### config.mk
export PLATFORM = sky130hd
export DESIGN_NAME = mcb_fifo
export DESIGN_NICKNAME = d
export VERILOG_FILES = /design/src/mcb_model/mcb_fifo.sv
export SDC_FILE = /design/constraint.sdc
export NUM_CORES = 1
export LEC_CHECK = 0
export BUFFER_PORTS_ARGS = -buffer_cell sky130_fd_sc_hd__buf_2
export CORE_AREA = 2 2 114 88
export CTS_CLUSTER_DIAMETER = 50
export CTS_CLUSTER_SIZE = 28
export DETAILED_ROUTE_END_ITERATION = 12
export DIE_AREA = 0 0 116 90
export GPL_ROUTABILITY_DRIVEN = 1
export GPL_TIMING_DRIVEN = 1
export HOLD_SLACK_MARGIN = 0.12
export PLACE_DENSITY = 0.79
export SYNTH_ARGS = -nofsm -noshare
export SYNTH_HDL_FRONTEND = slang
export SYNTH_SLANG_ARGS = --single-unit
### constraint.sdc
create_clock -name clk -period 3.3 [get_ports clk]
set_input_delay 0.33 -clock clk [delete_from_list [all_inputs] [get_ports clk]]
set_output_delay 0.33 -clock clk [all_outputs]
set_load 0.01 [all_outputs]
### src/mcb_model/mcb_fifo.sv
`timescale 1ns/1ps

module mcb_fifo #(
    parameter int WIDTH      = 32,
    parameter int FIFO_DEPTH = 4
) (
    input  logic             clk,
    input  logic             rst,
    input  logic             push_i,
    input  logic [WIDTH-1:0] data_i,
    output logic             full_o,
    input  logic             pop_i,
    output logic [WIDTH-1:0] data_o,
    output logic             empty_o
);

    localparam int PTR_W = (FIFO_DEPTH > 1) ? $clog2(FIFO_DEPTH) : 1;
    localparam int CNT_W = $clog2(FIFO_DEPTH + 1);

    logic [WIDTH-1:0] mem [FIFO_DEPTH];
    logic [PTR_W-1:0] wr_ptr;
    logic [PTR_W-1:0] rd_ptr;
    logic [CNT_W-1:0] count;
    logic             do_push;
    logic             do_pop;

    // Wrap explicitly so any depth works
    function automatic logic [PTR_W-1:0] ptr_next(input logic [PTR_W-1:0] ptr);
        if (ptr == PTR_W'(FIFO_DEPTH - 1)) begin
            return '0;
        end
        return ptr + 1'b1;
    endfunction

    assign full_o = (count == CNT_W'(FIFO_DEPTH));
    assign empty_o = (count == '0);
    assign do_push = push_i & ~full_o;
    assign do_pop = pop_i & ~empty_o;

    // Front entry is always on the output
    assign data_o = mem[rd_ptr];

    always_ff @(posedge clk) begin
        if (rst) begin
            wr_ptr <= '0;
            rd_ptr <= '0;
            count  <= '0;
        end else begin
            if (do_push) begin
                wr_ptr <= ptr_next(wr_ptr);
            end
            if (do_pop) begin
                rd_ptr <= ptr_next(rd_ptr);
            end
            case ({do_push, do_pop})
                2'b10:   count <= count + 1'b1;
                2'b01:   count <= count - 1'b1;
                default: count <= count;
            endcase
        end
    end

    always_ff @(posedge clk) begin
        if (do_push) begin
            mem[wr_ptr] <= data_i;
        end
    end

endmodule

==> results by group <==
Layout
  – Filler instances: 649
  – Layout Nets: 345
  – Layout cells sized above 1: 43.63%
  – Area growth syn-to-layout: 20.43%
  – Fin util: 65.46%
  – N_diodes: 0
  – Post-route insts no fill: 446

Yosys
  – Top cells by area, synth: edfxtp_1, mux4_2, dfxtp_1
  – Sequential-to-total area share from yosys stat: 78.86%
  – Share of the synthesized area in the top cell type: 75.33%
  – Most frequent cell after synthesis: edfxtp_1
  – Area of the mapped netlist: 5102 um^2
  – Most common flop cell mapped by yosys: edfxtp_1
  – Post-synth EDFFs: 128
  – #FFs+latches synth: 137
  – Avg Inst Size Synth: 23.09 um^2
  – Distinct cell type count of the synthesized netlist: 28
  – Syn Inst Count: 221
  – Net count after synthesis: 264
  – Post-synth ARST share: 0%
  – Most instantiated cells after synthesis: edfxtp_1, mux4_2, dfxtp_1
  – Yosys warning count: 0
  – Synth area leader: edfxtp_1

Critical path
  – Worst path slowest cell: or3b_1
  – Critical Path Max Stage Delay: 490 ps
  – WP depth: 9
  – Crit Path Class: register to register
  – WP data arrival: 2850 ps
  – Reg-to-reg endpoint: count[2]
  – Reg2reg path depth: 9
  – Worst Setup Start Kind: register
  – Worst Path Required: 3630 ps
  – Setup crit end kind: register
  – Worst setup path endpoint: count[2]
  – Buf/Inv on CP: 2
  – Most used cell, CP: inv_1
  – Reg2reg start: count[2]
  – Crit-path cells: or3b_1 > and2_4 > inv_1 > ha_1 > inv_1 > fa_1 > xor2_1 > or3_2 > a21oi_1
  – Setup crit start: count[2]
  – Reg2Reg Setup Slack: 780 ps
  – Largest fanout on the critical path: 9
  – Cell family with most CP delay: simple AND/OR/NAND/NOR gates

Flow run
  – Number of max-cap violations: 0

Die
  – I/O pin count: 70
  – Initial core utilization: 54.36%
  – Row count: 31
  – Placeable Area: 9387 um^2
  – Die Width: 116 um
  – Die area: 10440 um^2
  – DIE HEIGHT: 90 um

Global route
  – Global route overflow: 0
  – Largest net degree at the start of global routing: 33
  – Vias in the first global route: 2387
  – First-pass GRT wire length: 12770 um
  – GRT Total Usage: 17.13%
  – Initial antenna violation count: 0

STA
  – Min Hold Slack: 138.9 ps
  – Fin crit share: 76.43%
  – Slew margin rel.: 42.06%
  – Slew @ Worst Pin: 869.1 ps
  – Finish-stage setup viols: 0
  – Post-route setup TNS: 0 ps
  – Final count of pins violating max slew: 0
  – Highest clock rate: 396.5 MHz
  – Final Hold Vio Count: 0
  – RSZ-0062 raised after global routing: no
  – Clock skew: 4.965 ps
  – Final min period: 2522 ps

Pwr
  – Clock power share: 37.1%
  – Switching part of the total power: 24.20%
  – Peak VDD IR: 608.8 uV
  – Seq pwr share: 44.4%
  – Sw Pwr: 1.182 mW
  – P_leak: 2.142 nW
  – Pint: 3.703 mW
  – Gate power share: 18.5%
  – PD cells: 795.0 nW/um^2

Detailed routing
  – Total wire length: 8201 um
  – Post-DR vias/cell: 5.332
  – DRT Pass-1 Iters: 5
  – Detailed-route wire length per cell: 18.39 um
  – Vias: 2378
  – Remaining DRCs: 0
  – Drt initial violations: 183
  – ANT nets after route: 0

CTS
  – Clock slew at reported path FFs: 50 ps
  – Clk buf depth: 2
  – Gates resized, CTS repair: 0
  – Root Driver: clkbuf_16
  – Post-CTS setup buffer count: 0
  – Total CTS buffers: 17
  – Hold-fix buffers, CTS: 0
  – CTS tree: yes
  – Clock H-tree levels: 4
  – Clock sinks: 137
  – Skew-Pair Late Insertion Delay: 400 ps

Min path
  – Min-delay src: data_i[4]
  – Hold Path Class: input pin to register

Placed design
  – GPL Wtd Cong: 0.6991
  – I/O Buffers: 69
  – Placed Cells: 415
  – Hpwl dp: 4810 um

Run status
  – Outcome: finished clean
[layout by cell type (no fill, tap or decap)]
master and instances:
dfxtp_1 7, bufinv_16 3, o21ai_0 1, fa_1 1, clkinv_4 1, o31ai_1 1, a21o_1 1, or3b_1 1
buf_4 2, ha_1 6, a21oi_1 4, xor2_1 2, inv_1 8, edfxtp_1 128, o31ai_2 1, clkinv_2 4
dfxtp_2 2, or3_2 1, clkbuf_1 3, and2_4 1, and3_2 4, nand3_1 2, or3_1 1, nor2_1 4
clkbuf_16 17, mux4_2 32, clkinv_1 3, buf_2 69, nand2_1 1, mux2i_1 1, nor3_1 2
[through the flow]
step	worst slack, ps	power, mW	cell area [um^2]
floorplan	950.2	2.816	5102
detailed placement	785.5	3.131	5578
CTS	776.0	4.945	6145
finish	777.9	4.885	6145
global placement	865.0	3.099	5578
global route	616.8	5.113	6145
[area by class of cell]
cell class                 instances  area (um^2)  share of cell area, %
clock buffer                      20        436.7                  7.107
multi-input combinational         67        996.0                  16.21
sequential                       137         4026                  65.53
tap                              132        165.2                  2.688
inverter                           8        30.03                 0.4887
timing repair buffer              71        360.3                  5.864
clock inverter                    11        130.1                  2.118
[routing by layer]
metal	global-route usage (%)	vias to the layer above	share of wire [%]	routed length, um
met4	5.060	0	1.2	98
met2	25.05	78	49	3978
met3	6.743	8	6.1	502
met5	0	-	0	0
li1	-	1076	-	-
met1	24.20	1216	44	3621
[worst min-delay path by stage]
| stage | endpoint | depth (start not counted) | slack (ps) |
|---|---|---|---|
| finish | mem[3][4] | 1 | 140 |
| global route | mem[2][8] | 1 | 130 |
| CTS | mem[3][4] | 1 | 120 |
| detailed placement | register | 2 | 480 |
| global placement | register | 2 | 480 |
| floorplan | mem[0][0] | 0 | 430 |
[power groups by stage]
| stage | clock [mW] | combinational [mW] | sequential (mW) |
|---|---|---|---|
| finish | 1.81 | 0.904 | 2.17 |
| global route | 1.93 | 0.997 | 2.19 |
| CTS | 1.84 | 0.929 | 2.17 |
| detailed placement | 0 | 0.923 | 2.21 |
| global placement | 0 | 0.905 | 2.19 |
| floorplan | 0 | 0.651 | 2.16 |
[cells by family (layout without fill, tap and decap cells)]
group | Yosys count | count (layout) | synth area share [%]
AOI/OAI and AO/OA | 8 | 8 | 1.030
xor gates and xnor gates | 2 | 2 | 0.3434
adders and majority gates | 7 | 7 | 1.864
buffers and inverters | 17 | 110 | 1.643
DFF | 137 | 137 | 78.86
muxes | 33 | 33 | 14.32
and+or+nand+nor | 17 | 17 | 1.937
[flip-flops by register name, indices dropped and copies added, names as in the netlist, named ones only]
name,cells
wr_ptr,2
count,3
mem,128
rd_ptr,2
Note: power is estimated with default switching activity, not from simulation.
