[src/common/wb_pkg.sv]
package wb_pkg;

    localparam int WB_ADDR_W = 32;
    localparam int WB_DATA_W = 8;

    // Byte offset inside one 32-bit memory word
    localparam int WB_OFF_W = 2;
    localparam int WB_WORD_ADDR_W = WB_ADDR_W - WB_OFF_W;

    // Byte address as seen on the bus
    typedef logic [WB_ADDR_W-1:0] wb_addr_t;

    // One data byte
    typedef logic [WB_DATA_W-1:0] wb_data_t;

    // Lane number of a byte address
    function automatic logic [WB_OFF_W-1:0] wb_byte_off(input wb_addr_t adr);
        return adr[WB_OFF_W-1:0];
    endfunction

endpackage

[src/common/mcb_pkg.sv]
package mcb_pkg;

    localparam int MCB_INSTR_W = 3;
    localparam int MCB_LANES = 4;
    localparam int MCB_LANE_W = 8;
    localparam int MCB_LANE_SEL_W = 2;
    localparam int MCB_WORD_W = MCB_LANES * MCB_LANE_W;

    // Port command codes, only single-word transfers are used
    typedef enum logic [MCB_INSTR_W-1:0] {
        MCB_WRITE = 3'b000,
        MCB_READ  = 3'b001
    } mcb_instr_e;

    typedef logic [MCB_LANE_W-1:0] mcb_lane_t;

    // One memory word, seen whole or as byte lanes
    typedef union packed {
        logic [MCB_WORD_W-1:0]          word;
        mcb_lane_t [MCB_LANES-1:0]      lane;
    } mcb_word_u;

    // Set bit keeps that lane unchanged
    typedef logic [MCB_LANES-1:0] mcb_mask_t;

    // Mask that lets only the selected lane through
    function automatic mcb_mask_t mcb_lane_mask(input logic [MCB_LANE_SEL_W-1:0] sel);
        return ~(mcb_mask_t'(1) << sel);
    endfunction

endpackage

[src/hw/wb_mcb_8.sv]
`timescale 1ns/1ps

module wb_mcb_8 (
    input  logic                               clk,
    input  logic                               rst,
    input  wb_pkg::wb_addr_t                   wb_adr_i,
    input  wb_pkg::wb_data_t                   wb_dat_i,
    output wb_pkg::wb_data_t                   wb_dat_o,
    input  logic                               wb_we_i,
    input  logic                               wb_stb_i,
    input  logic                               wb_cyc_i,
    output logic                               wb_ack_o,
    output logic                               cmd_push_o,
    output mcb_pkg::mcb_instr_e                cmd_instr_o,
    output logic [wb_pkg::WB_WORD_ADDR_W-1:0]  cmd_word_addr_o,
    input  logic                               cmd_full_i,
    output logic                               wr_push_o,
    output mcb_pkg::mcb_word_u                 wr_data_o,
    output mcb_pkg::mcb_mask_t                 wr_mask_o,
    input  logic                               wr_full_i,
    output logic                               rd_pop_o,
    input  mcb_pkg::mcb_word_u                 rd_data_i,
    input  logic                               rd_empty_i
);
    import wb_pkg::*;
    import mcb_pkg::*;

    logic                rd_wait_q;
    logic [WB_OFF_W-1:0] rd_off_q;
    logic                wb_ack_q;
    logic                cmd_push_q;
    logic                wr_push_q;
    wb_data_t            wb_dat_q;
    logic                req;
    logic                room;
    logic                accept;
    logic                rd_done;

    // New requests only in idle and never while ack is out
    assign req = wb_cyc_i & wb_stb_i & ~wb_ack_q & ~rd_wait_q;
    // Writes need room in both queues, reads only in the command queue
    assign room = ~cmd_full_i & (~wb_we_i | ~wr_full_i);
    assign accept = req & room;
    assign rd_done = rd_wait_q & ~rd_empty_i;

    // Master holds address and data until ack, so these stay valid for the push
    assign cmd_instr_o = wb_we_i ? MCB_WRITE : MCB_READ;
    assign cmd_word_addr_o = wb_adr_i[WB_ADDR_W-1:WB_OFF_W];
    assign wr_mask_o = mcb_lane_mask(wb_byte_off(wb_adr_i));

    always_comb begin
        for (int i = 0; i < MCB_LANES; i++) begin
            wr_data_o.lane[i] = wb_dat_i;
        end
    end

    assign cmd_push_o = cmd_push_q;
    assign wr_push_o = wr_push_q;
    assign rd_pop_o = rd_done;
    assign wb_ack_o = wb_ack_q;
    assign wb_dat_o = wb_dat_q;

    always_ff @(posedge clk) begin
        if (rst) begin
            rd_wait_q  <= 1'b0;
            wb_ack_q   <= 1'b0;
            cmd_push_q <= 1'b0;
            wr_push_q  <= 1'b0;
        end else begin
            wb_ack_q   <= 1'b0;
            cmd_push_q <= 1'b0;
            wr_push_q  <= 1'b0;
            if (rd_done) begin
                rd_wait_q <= 1'b0;
                wb_ack_q  <= 1'b1;
            end else if (accept) begin
                cmd_push_q <= 1'b1;
                if (wb_we_i) begin
                    // Posted write, ack goes out with the push
                    wr_push_q <= 1'b1;
                    wb_ack_q  <= 1'b1;
                end else begin
                    rd_wait_q <= 1'b1;
                end
            end
        end
    end

    always_ff @(posedge clk) begin
        if (accept) begin
            rd_off_q <= wb_byte_off(wb_adr_i);
        end
        if (rd_done) begin
            wb_dat_q <= rd_data_i.lane[rd_off_q];
        end
    end

endmodule

[config.mk]
export PLATFORM = sky130hd
export DESIGN_NAME = wb_mcb_8
export DESIGN_NICKNAME = d
export VERILOG_FILES = /design/src/common/wb_pkg.sv /design/src/common/mcb_pkg.sv /design/src/hw/wb_mcb_8.sv
export SDC_FILE = /design/constraint.sdc
export NUM_CORES = 1
export LEC_CHECK = 0
export ABC_AREA = 1
export BUFFER_PORTS_ARGS = -buffer_cell sky130_fd_sc_hd__buf_2
export CORE_MARGIN = 3
export CORE_UTILIZATION = 34
export DETAILED_ROUTE_END_ITERATION = 10
export PLACE_DENSITY = 0.91
export SYNTH_ARGS = -nofsm -noshare
export SYNTH_HDL_FRONTEND = slang
export SYNTH_SLANG_ARGS = --single-unit
[constraint.sdc]
create_clock -name clk -period 2.3 [get_ports clk]
set_input_delay 0.345 -clock clk [delete_from_list [all_inputs] [get_ports clk]]
set_output_delay 0.345 -clock clk [all_outputs]
set_load 0.03 [all_outputs]
==> results of run 1 <==
-- worst min path at each step --
stage | start | depth (start not counted) | endpoint | slack [ps]
floorplan | rst | 1 | wb_ack_o | 410
global placement | rd_wait_q | 2 | rd_wait_q | 440
detailed placement | rd_wait_q | 2 | rd_wait_q | 440
CTS | rst | 2 | wb_ack_o | 230
global route | rst | 2 | wb_ack_o | 230
finish | rst | 2 | wb_ack_o | 240
-- critical path, delay by kind of cell (launching register included) --
kind / cells / cell delay [ps]
buffers and inverters: 2 / 310
and+or+nand+nor: 1 / 180
DFF: 1 / 340
-- state kept, by name (all words and copies together), names as in the netlist --
signal / cells
wb_dat_o: 8
rd_off_q: 2
cmd_push_o: 1
rd_wait_q: 1
wb_ack_o: 1
wr_push_o: 1
-- kinds of logic (layout without fill, tap and decap cells) --
| group | Yosys count | in the layout | synth area share (%) |
|---|---|---|---|
| AND/OR/NAND/NOR | 37 | 37 | 12.2 |
| other | 1 | 2 | 0.308 |
| flip-flops | 14 | 14 | 31.3 |
| AO/OA/AOI/OAI | 25 | 25 | 11.7 |
| buffers and inverters | 76 | 73 | 44.4 |
-- per-stage QoR --
stage / instances / hold WS, ps / total power [mW] / setup WS [ps]
6_report: 197 / 235 / 0.549 / 845
5_1_grt: 197 / 232 / 0.579 / 679
4_1_cts: 197 / 233 / 0.554 / 826
3_5_place_dp: 193 / 443 / 0.383 / 847
3_3_place_gp: 193 / 438 / 0.380 / 922
2_1_floorplan: 154 / 414 / 0.538 / 707
-- cells in the mapped netlist, drive strengths merged --
master and count:
a21oi 1, buf 66, conb 1, dfxtp 4, edfxtp 10, inv 10, nand2 10, nand3 3
nor2 23, nor3 1, o21ai 16, o22ai 8
-- layout make-up --
class / count / area [µm²] / share of cell area (%)
clock buffer: 4 / 36.3 / 3.27
sequential: 14 / 380 / 34.3
tap: 46 / 57.6 / 5.19
multi-input combinational: 64 / 299 / 27.0
inverter: 10 / 37.5 / 3.39
timing repair buffer: 59 / 298 / 26.9
-- metal layers --
metal	track usage, %	part of all wire [%]
met3	6.46	16
met1	9.73	31
met4	7.51	4.4
met2	19.8	48
met5	0	0
-- power groups by stage --
stage | Clock, mW | Sequential, mW | Combinational (mW)
2_1_floorplan | 0 | 0.288 | 0.250
3_3_place_gp | 0 | 0.284 | 0.0962
3_5_place_dp | 0 | 0.284 | 0.0986
4_1_cts | 0.177 | 0.278 | 0.0989
5_1_grt | 0.191 | 0.279 | 0.109
6_report | 0.172 | 0.278 | 0.0981
==> flow_metrics.env, run 1 <==
export IMPL_post_cts_buffers=0
export IMPL_max_freq_mhz=687
export IMPL_p_seq_share_pct=50.7
export IMPL_hold_buffers=0
export IMPL_crit_arrival_ps=1110
export IMPL_die_y_um=65.8
export IMPL_initial_core_util_pct=35.9
export IMPL_cts_path_max_buffers=2
export IMPL_synth_cell_type_count=17
export IMPL_p_sw_uw=135
export IMPL_reg2regPathDepth=3
export IMPL_drc=0
export IMPL_num_rows=21
export IMPL_clock_sinks=14
export IMPL_io_pins=161
export IMPL_ir_drop_uv=164
export IMPL_fp_dieW_um=65.8
export IMPL_final_common_cell="buf_2"
export IMPL_synth_seq_area_share_pct=31.3
export IMPL_maxCapViolations=0
export IMPL_netlist_top_cells_area="buf_4 (40%), edfxtp_1 (25%), dfxtp_1 (6.6%)"
export IMPL_synth_cells=153
export IMPL_core_area_um2=3390
export IMPL_drtIter0Drc=34
export IMPL_rrSetupSlack_ps=850
export IMPL_first_pass_iters=4
export IMPL_final_hold_viol_count=0
export IMPL_required_ps=1960
export IMPL_clock_skew_ps=5.70
export IMPL_critPathMaxFanout=3
export IMPL_path_clk_slew_ps=90
export IMPL_p_comb_share_pct=17.9
export IMPL_rsz0062_at_grt="no"
export IMPL_cp_startpoint="rd_wait_q"
export IMPL_hpwl_um=2210
export IMPL_ctsResizeCount=0
export IMPL_avgRoutedWirePerCell_um=13.5
export IMPL_critPathCaptureType="output port"
export IMPL_setup_tns_ps=0
export IMPL_clockRootBuffer="clkbuf_4"
export IMPL_nNetsFinal=232
export IMPL_grt_pass1_vias=843
export IMPL_design_area_um2=1110
export IMPL_p_int_uw=414
export IMPL_synth_seq_cells=14
export IMPL_grt_pass1_wl_um=3800
export IMPL_slew_violations=0
export IMPL_routed_wl_um=2660
export IMPL_switching_share_pct=24.6
export IMPL_hp_class="input pin to register"
export IMPL_syn_cell_area_um2=1220
export IMPL_route_vias_total=885
export IMPL_r2r_start="rd_off_q[0]"
export IMPL_yosys_area_top_type="buf_4"
export IMPL_layout_drive_gt1_share_pct=45.0
export IMPL_path_class="register to output port"
export IMPL_cp_slowest_cell="dfxtp_1"
export IMPL_slowest_delay_ps=340
export IMPL_finalCritPeriodShare_pct=63.3
export IMPL_r2r_end="wb_dat_o[1]"
export IMPL_insertedDiodeCount=0
export IMPL_power_leakage_nw=0.535
export IMPL_final_cell_mix="buf_2 (58), nor2_1 (21), o21ai_0 (12)"
export IMPL_io_buffers=58
export IMPL_antenna_found_initial=0
export IMPL_insertion_delay_ps=270
export IMPL_period_minus_slack_ps=1460
export IMPL_cts_buffers=3
export IMPL_path_cells="inv_1 -> nor2_1 -> buf_2"
export IMPL_die_area_um2=4330
export IMPL_powerDensity_nw_per_um2=495
export IMPL_syn_area_per_cell_um2=7.95
export IMPL_setup_violations=0
export IMPL_clock_power_share_pct=31.4
export IMPL_place_area_um2=1070
export IMPL_avgViaCountPerCell=4.49
export IMPL_routabilityCongestion=0.721
export IMPL_cts_tree="done"
export IMPL_area_delta_synth_final_pct=-8.85
export IMPL_start_kind="register"
export IMPL_status="finished, final reports clean"
export IMPL_overflow=0
export IMPL_final_core_utilization_pct=32.7
export IMPL_n_fill_cell=361
export IMPL_grt_max_degree=18
export IMPL_grt_usage_pct=11.4
export IMPL_yosys_warnings=0
export IMPL_synth_top_cell_area_share_pct=39.5
export IMPL_htree_levels=1
export IMPL_crit_end="rd_pop_o"
export IMPL_ant_nets=0
Power figures use the tool's default switching activity.
==> run 2: changes to the inputs <==
--- a/config.mk
+++ b/config.mk
@@ -5,12 +5,12 @@
 export SDC_FILE = /design/constraint.sdc
 export NUM_CORES = 1
 export LEC_CHECK = 0
-export ABC_AREA = 1
+export ABC_AREA = 0
 export BUFFER_PORTS_ARGS = -buffer_cell sky130_fd_sc_hd__buf_2
 export CORE_MARGIN = 3
-export CORE_UTILIZATION = 34
+export CORE_UTILIZATION = 28
 export DETAILED_ROUTE_END_ITERATION = 10
-export PLACE_DENSITY = 0.91
+export PLACE_DENSITY = 0.82
 export SYNTH_ARGS = -nofsm -noshare
 export SYNTH_HDL_FRONTEND = slang
 export SYNTH_SLANG_ARGS = --single-unit
==> constraint.sdc (replaced) <==
create_clock -name clk -period 1.3 [get_ports clk]
set_input_delay 0.195 -clock clk [delete_from_list [all_inputs] [get_ports clk]]
set_output_delay 0.195 -clock clk [all_outputs]
set_load 0.03 [all_outputs]
==> run 2 against run 1 <==
Register-to-register slack worse by 820 ps. Design area is 3.2% higher. Flip-flop and latch count stayed put. Total power is 86% higher. Via count is 21% lower. Routed wire length is 5.4% lower. Global-route usage is 2.0 points lower.
==> flow_metrics.env, run 2 <==
export IMPL_status="finished, final reports clean"
export IMPL_drc=0
export IMPL_yosys_top_cells_count="buf_4 (64), edfxtp_1 (10), mux4_2 (8)"
export IMPL_ir_drop_uv=279
export IMPL_antenna_found_initial=0
export IMPL_largest_reg_flops=8
export IMPL_hp_class="input pin to register"
export IMPL_crit_end="wb_dat_o[1]"
export IMPL_wl_met3_um=566
export IMPL_clock_skew_ps=0.839
export IMPL_avgRoutedWirePerCell_um=16.3
export IMPL_yosysMostFrequentCell="buf_4"
export IMPL_synth_cells=105
export IMPL_layout_drive_gt1_share_pct=74.5
export IMPL_r2r_end="wb_dat_o[1]"
export IMPL_period_minus_slack_ps=1270
export IMPL_final_hold_viol_count=0
export IMPL_area_delta_synth_final_pct=-3.28
export IMPL_grt_max_degree=10
export IMPL_reg2regPathDepth=2
export IMPL_slew_violations=0
export IMPL_final_cell_mix="buf_2 (58), edfxtp_1 (10), mux4_2 (8)"
export IMPL_max_freq_mhz=785
export IMPL_rrSetupSlack_ps=30
export IMPL_grt_usage_pct=9.34
export IMPL_start_kind="register"
export IMPL_drtIter0Drc=45
export IMPL_powerDensity_nw_per_um2=893
export IMPL_grt_pass1_wl_um=3590
export IMPL_rsz0062_at_grt="yes"
export IMPL_total_power_mw=1.02
export IMPL_die_area_um2=5040
export IMPL_synth_seq_area_share_pct=32.2
export IMPL_netlist_top_cells_area="buf_4 (41%), edfxtp_1 (25%), mux4_2 (15%)"
export IMPL_slew_limit_headroom_pct=68.0
export IMPL_whs_ps=209
export IMPL_syn_area_per_cell_um2=11.3
export IMPL_syn_cell_area_um2=1180
export IMPL_yosys_most_used_dff="edfxtp_1"
export IMPL_final_common_cell="buf_2"
export IMPL_m1WireLength_um=752
export IMPL_synth_cell_type_count=20
export IMPL_overflow=0
export IMPL_tightest_slew_ps=467
export IMPL_path_clk_slew_ps=50
export IMPL_r2r_start="rd_off_q[0]"
export IMPL_synth_top_cell_area_share_pct=40.6
export IMPL_required_ps=1270
export IMPL_hold_buffers=0
export IMPL_die_y_um=71.0
export IMPL_route_vias_total=702
export IMPL_fp_dieW_um=71.0
export IMPL_cts_path_max_buffers=2
export IMPL_insertion_delay_ps=230
export IMPL_clock_sinks=14
export IMPL_cts_tree="done"
export IMPL_maxCapViolations=0
export IMPL_finalCritPeriodShare_pct=98.0
export IMPL_synth_edff_count=10
export IMPL_hpwl_um=2140
export IMPL_cts_buffers=3
export IMPL_routed_wl_met2_um=1090
export IMPL_synth_seq_cells=14
export IMPL_io_buffers=58
export IMPL_avgViaCountPerCell=4.56
export IMPL_yosys_area_top_type="buf_4"
export IMPL_crit_arrival_ps=1250
export IMPL_critPathMaxFanout=8
export IMPL_n_fill_cell=388
export IMPL_insertedDiodeCount=0
export IMPL_grt_pass1_vias=696
export IMPL_ant_nets=0
export IMPL_async_flop_share_pct=0
export IMPL_core_area_um2=3850
export IMPL_routed_wl_um=2510
export IMPL_routabilityCongestion=0.772
export IMPL_io_pins=161
export IMPL_setup_tns_ps=0
export IMPL_htree_levels=1
export IMPL_critPathCaptureType="register"
export IMPL_first_pass_iters=4
export IMPL_routed_top_layer="met4"
export IMPL_setup_violations=0
export IMPL_initial_core_util_pct=30.7
export IMPL_clockRootBuffer="clkbuf_8"
export IMPL_cp_startpoint="rd_off_q[0]"
export IMPL_yosys_warnings=0
export IMPL_num_rows=22
export IMPL_nNetsFinal=187
export IMPL_power_leakage_nw=0.498
export IMPL_path_class="register to register"
-- run 2: changes by cell type in the layout (fill, tap and decap cells not counted), moves of 3 or more --
cell      previous run  this run
o22ai_1              8         1
o21ai_0             12         0
clkbuf_4             3         0
mux4_2               0         8
nand3_1              3         0
inv_1                9         2
nor2_1              21         1
nand2_1             10         2
-- run 2: timing repair --
action                                  in CTS  in global routing
setup buffers                                1                  0
pin swaps                                    0                  0
gates resized for setup                      0                  1
endpoints found under the setup margin       1                  6
-- run 2: metrics by stage --
step           util [%]  std cells  worst slack, ps  area [µm²]
6_report           29.7        154             25.5        1140
5_1_grt            29.7        154            -19.2        1140
2_1_floorplan         -        106             13.9        1200
3_5_place_dp       28.3        149             3.41        1090
3_3_place_gp       28.3        149             54.2        1090
4_1_cts            29.6        154             12.0        1140
-- run 2: routing by layer --
metal / track usage (%) / vias up
met5: 0 / -
met4: 6.05 / 0
met3: 7.10 / 14
met2: 14.8 / 95
met1: 8.26 / 298
li1: - / 295
-- run 2: cell families (layout without fill, tap and decap cells) --
group	count (synthesis)	in the layout	synth area share [%]
other	1	2	0.317
AND/OR/NAND/NOR	10	10	7.09
multiplexers	8	8	15.2
AO/OA/AOI/OAI	4	4	3.17
flip-flops	14	14	32.2
buffers and inverters	68	68	42.0
-- run 2: critical path, cell delays in order, from the launching register on --
cell,delay (ps)
edfxtp_1,380
buf_12,150
mux4_2,490
-- run 2: area by class of cell --
type | instances | area [µm²] | share of cell area (%)
Sequential cell | 14 | 382 | 33.4
Timing Repair Buffer | 62 | 333 | 29.1
Multi-Input combinational cell | 24 | 317 | 27.7
Tap cell | 48 | 60.1 | 5.25
Clock buffer | 4 | 45.0 | 3.94
Inverter | 2 | 7.51 | 0.656
-- run 2: how the worst min path moves through the flow --
stage / cells past startpoint / end / from
finish: 2 / rd_wait_q / rst
global route: 2 / cmd_push_o / rst
CTS: 2 / rd_wait_q / rst
detailed placement: 0 / cmd_word_addr_o[10] / wb_adr_i[12]
global placement: 0 / cmd_word_addr_o[10] / wb_adr_i[12]
floorplan: 1 / cmd_push_o / rst
-- run 2: power breakdown --
group	internal [mW]	total (mW)	switching [mW]
clock	0.216	0.351	0.135
sequential	0.487	0.492	0.00460
combinational	0.0957	0.178	0.0827
total	0.798	1.02	0.223
==> run 3: changes to the inputs <==
--- a/config.mk
+++ b/config.mk
@@ -7,10 +7,11 @@
 export LEC_CHECK = 0
 export ABC_AREA = 0
 export BUFFER_PORTS_ARGS = -buffer_cell sky130_fd_sc_hd__buf_2
-export CORE_MARGIN = 3
+export CORE_MARGIN = 1
 export CORE_UTILIZATION = 28
 export DETAILED_ROUTE_END_ITERATION = 10
-export PLACE_DENSITY = 0.82
+export PLACE_DENSITY = 0.79
+export SETUP_SLACK_MARGIN = 0.3
 export SYNTH_ARGS = -nofsm -noshare
 export SYNTH_HDL_FRONTEND = slang
 export SYNTH_SLANG_ARGS = --single-unit
==> run 3 against run 2 <==
Combinational power rose by 7%. Die area fell by 11%. Fmax barely moved. Highest routed layer unchanged. Critical endpoint is now wb_dat_o[7]. Non-clock buffer count rose by 3. Largest cell class is now non-clock buffers. Worst hold slack got worse by 26 ps. Cell count rose by 3.2%. Critical path depth did not move. Sequential power barely moved. Register-to-register slack barely moved.
==> flow_metrics.env, run 3 (same netlist as run 2, synthesis figures left out) <==
export IMPL_status="finished, final reports clean"
export IMPL_path_clk_slew_ps=60
export IMPL_clock_skew_ps=6.39
export IMPL_period_minus_slack_ps=1280
export IMPL_io_buffers=58
export IMPL_required_ps=1270
export IMPL_r2r_start="rd_off_q[0]"
export IMPL_min_delay_start="wb_adr_i[0]"
export IMPL_cts_buffers=3
export IMPL_start_kind="register"
export IMPL_overflow=0
export IMPL_final_common_cell="buf_2"
export IMPL_reg2regPathDepth=2
export IMPL_cts_path_max_buffers=2
export IMPL_rrSetupSlack_ps=20
export IMPL_path_cells="buf_6 -> mux4_2"
export IMPL_htree_levels=1
export IMPL_fp_dieW_um=67.0
export IMPL_p_sw_uw=226
export IMPL_grt_pass1_vias=620
export IMPL_route_vias_total=696
export IMPL_final_cell_mix="buf_2 (50), edfxtp_1 (10), buf_6 (9)"
export IMPL_grt_max_degree=10
export IMPL_setup_tns_ps=0
export IMPL_rsz0062_at_grt="yes"
export IMPL_initial_core_util_pct=29.3
export IMPL_num_rows=23
export IMPL_largest_reg_flops=8
export IMPL_die_y_um=67.0
export IMPL_path_class="register to register"
export IMPL_fin_ws_ps=25.0
export IMPL_grt_pass1_wl_um=3080
export IMPL_max_freq_mhz=784
export IMPL_area_delta_synth_final_pct=5.50
export IMPL_powerDensity_nw_per_um2=824
export IMPL_ir_drop_uv=236
export IMPL_first_pass_iters=4
export IMPL_maxCapViolations=0
export IMPL_cp_num_buf_inv=1
export IMPL_p_seq_share_pct=47.5
export IMPL_slowest_delay_ps=500
export IMPL_antenna_found_initial=0
export IMPL_routed_wl_um=2430
export IMPL_hpwl_um=1890
export IMPL_ant_nets=0
export IMPL_finalCritPeriodShare_pct=98.1
export IMPL_routabilityCongestion=0.612
export IMPL_total_power_mw=1.03
export IMPL_final_hold_viol_count=0
export IMPL_drc=0
export IMPL_avgViaCountPerCell=4.38
export IMPL_io_pins=161
export IMPL_clock_power_share_pct=33.9
export IMPL_crit_family="multiplexers"
export IMPL_r2r_end="wb_dat_o[7]"
export IMPL_drtIter0Drc=23
export IMPL_clockRootBuffer="clkbuf_8"
export IMPL_setup_violations=0
export IMPL_critPathCaptureType="register"
export IMPL_cts_tree="done"
export IMPL_layout_drive_gt1_share_pct=78.0
export IMPL_die_area_um2=4490
export IMPL_p_comb_share_pct=18.6
export IMPL_p_int_uw=802
export IMPL_clock_sinks=14
export IMPL_core_area_um2=4030
export IMPL_grt_usage_pct=9.62
export IMPL_switching_share_pct=22.0
export IMPL_hold_depth=1
export IMPL_cp_slowest_cell="mux4_2"
export IMPL_insertion_delay_ps=240
export IMPL_insertedDiodeCount=0
export IMPL_slew_violations=0
export IMPL_hold_buffers=0
export IMPL_preCtsSetupSlack_ps=11.3
export IMPL_hp_class="input pin to register"
export IMPL_critPathMaxFanout=5
export IMPL_crit_arrival_ps=1240
export IMPL_power_leakage_nw=0.529
export IMPL_worst_hold_path_endpoint="rd_off_q[0]"
export IMPL_nNetsFinal=190
export IMPL_avgRoutedWirePerCell_um=15.3
==> run 3: cell count changes in the layout (fill, tap and decap cells not counted), moves of 2 or more <==
cell	previous run	this run
buf_6	0	9
dfxtp_4	0	2
buf_4	3	6
buf_2	58	50
==> run 3: per-layer routing <==
metal	track usage (%)	vias up	part of all wire [%]
li1	-	299	-
met1	6.08	316	24
met2	19.3	71	56
met3	5.65	10	18
met4	6.38	0	2.4
met5	0	-	0
==> run 3: through the flow <==
stage | cell area, µm² | utilization (%) | hold slack (ps) | cells
final | 1250 | 31.0 | 183 | 159
after global placement | 1080 | 26.9 | 390 | 150
after CTS | 1160 | 28.8 | 183 | 156
after floorplan | 1210 | - | 287 | 106
after global routing | 1250 | 31.0 | 185 | 159
after detailed placement | 1080 | 26.9 | 390 | 150
==> run 3: worst max-delay path by stage <==
stage / end / start / slack, ps / depth (start not counted)
global placement: wb_dat_o[3] / rd_off_q[0] / 60 / 2
CTS: wb_dat_o[7] / rd_off_q[0] / 20 / 2
finish: wb_dat_o[7] / rd_off_q[0] / 20 / 2
global route: wb_dat_o[5] / rd_off_q[0] / -30 / 2
floorplan: wb_dat_o[0] / rd_off_q[0] / 80 / 2
detailed placement: wb_dat_o[7] / rd_off_q[0] / 10 / 2
==> run 3: power by group through the flow <==
stage | clock network (mW) | logic (mW) | registers, mW
floorplan | 0 | 0.443 | 0.505
global placement | 0 | 0.169 | 0.499
detailed placement | 0 | 0.173 | 0.499
CTS | 0.360 | 0.183 | 0.491
global route | 0.375 | 0.208 | 0.489
finish | 0.348 | 0.191 | 0.489
==> run 3: cell type report <==
cell class	instances	area (µm²)
Sequential cell	14	388
Inverter	2	7.51
Timing Repair Buffer	65	397
Tap cell	50	62.6
Clock buffer	4	45.0
Multi-Input combinational cell	24	348
Fill cell	397	2780
==> run 3: timing repair <==
action | CTS | global route
setup endpoints to repair | 21 | 29
pin swaps | 0 | 4
setup buffers | 2 | 2
cloned | 0 | 1
resized for setup | 4 | 28
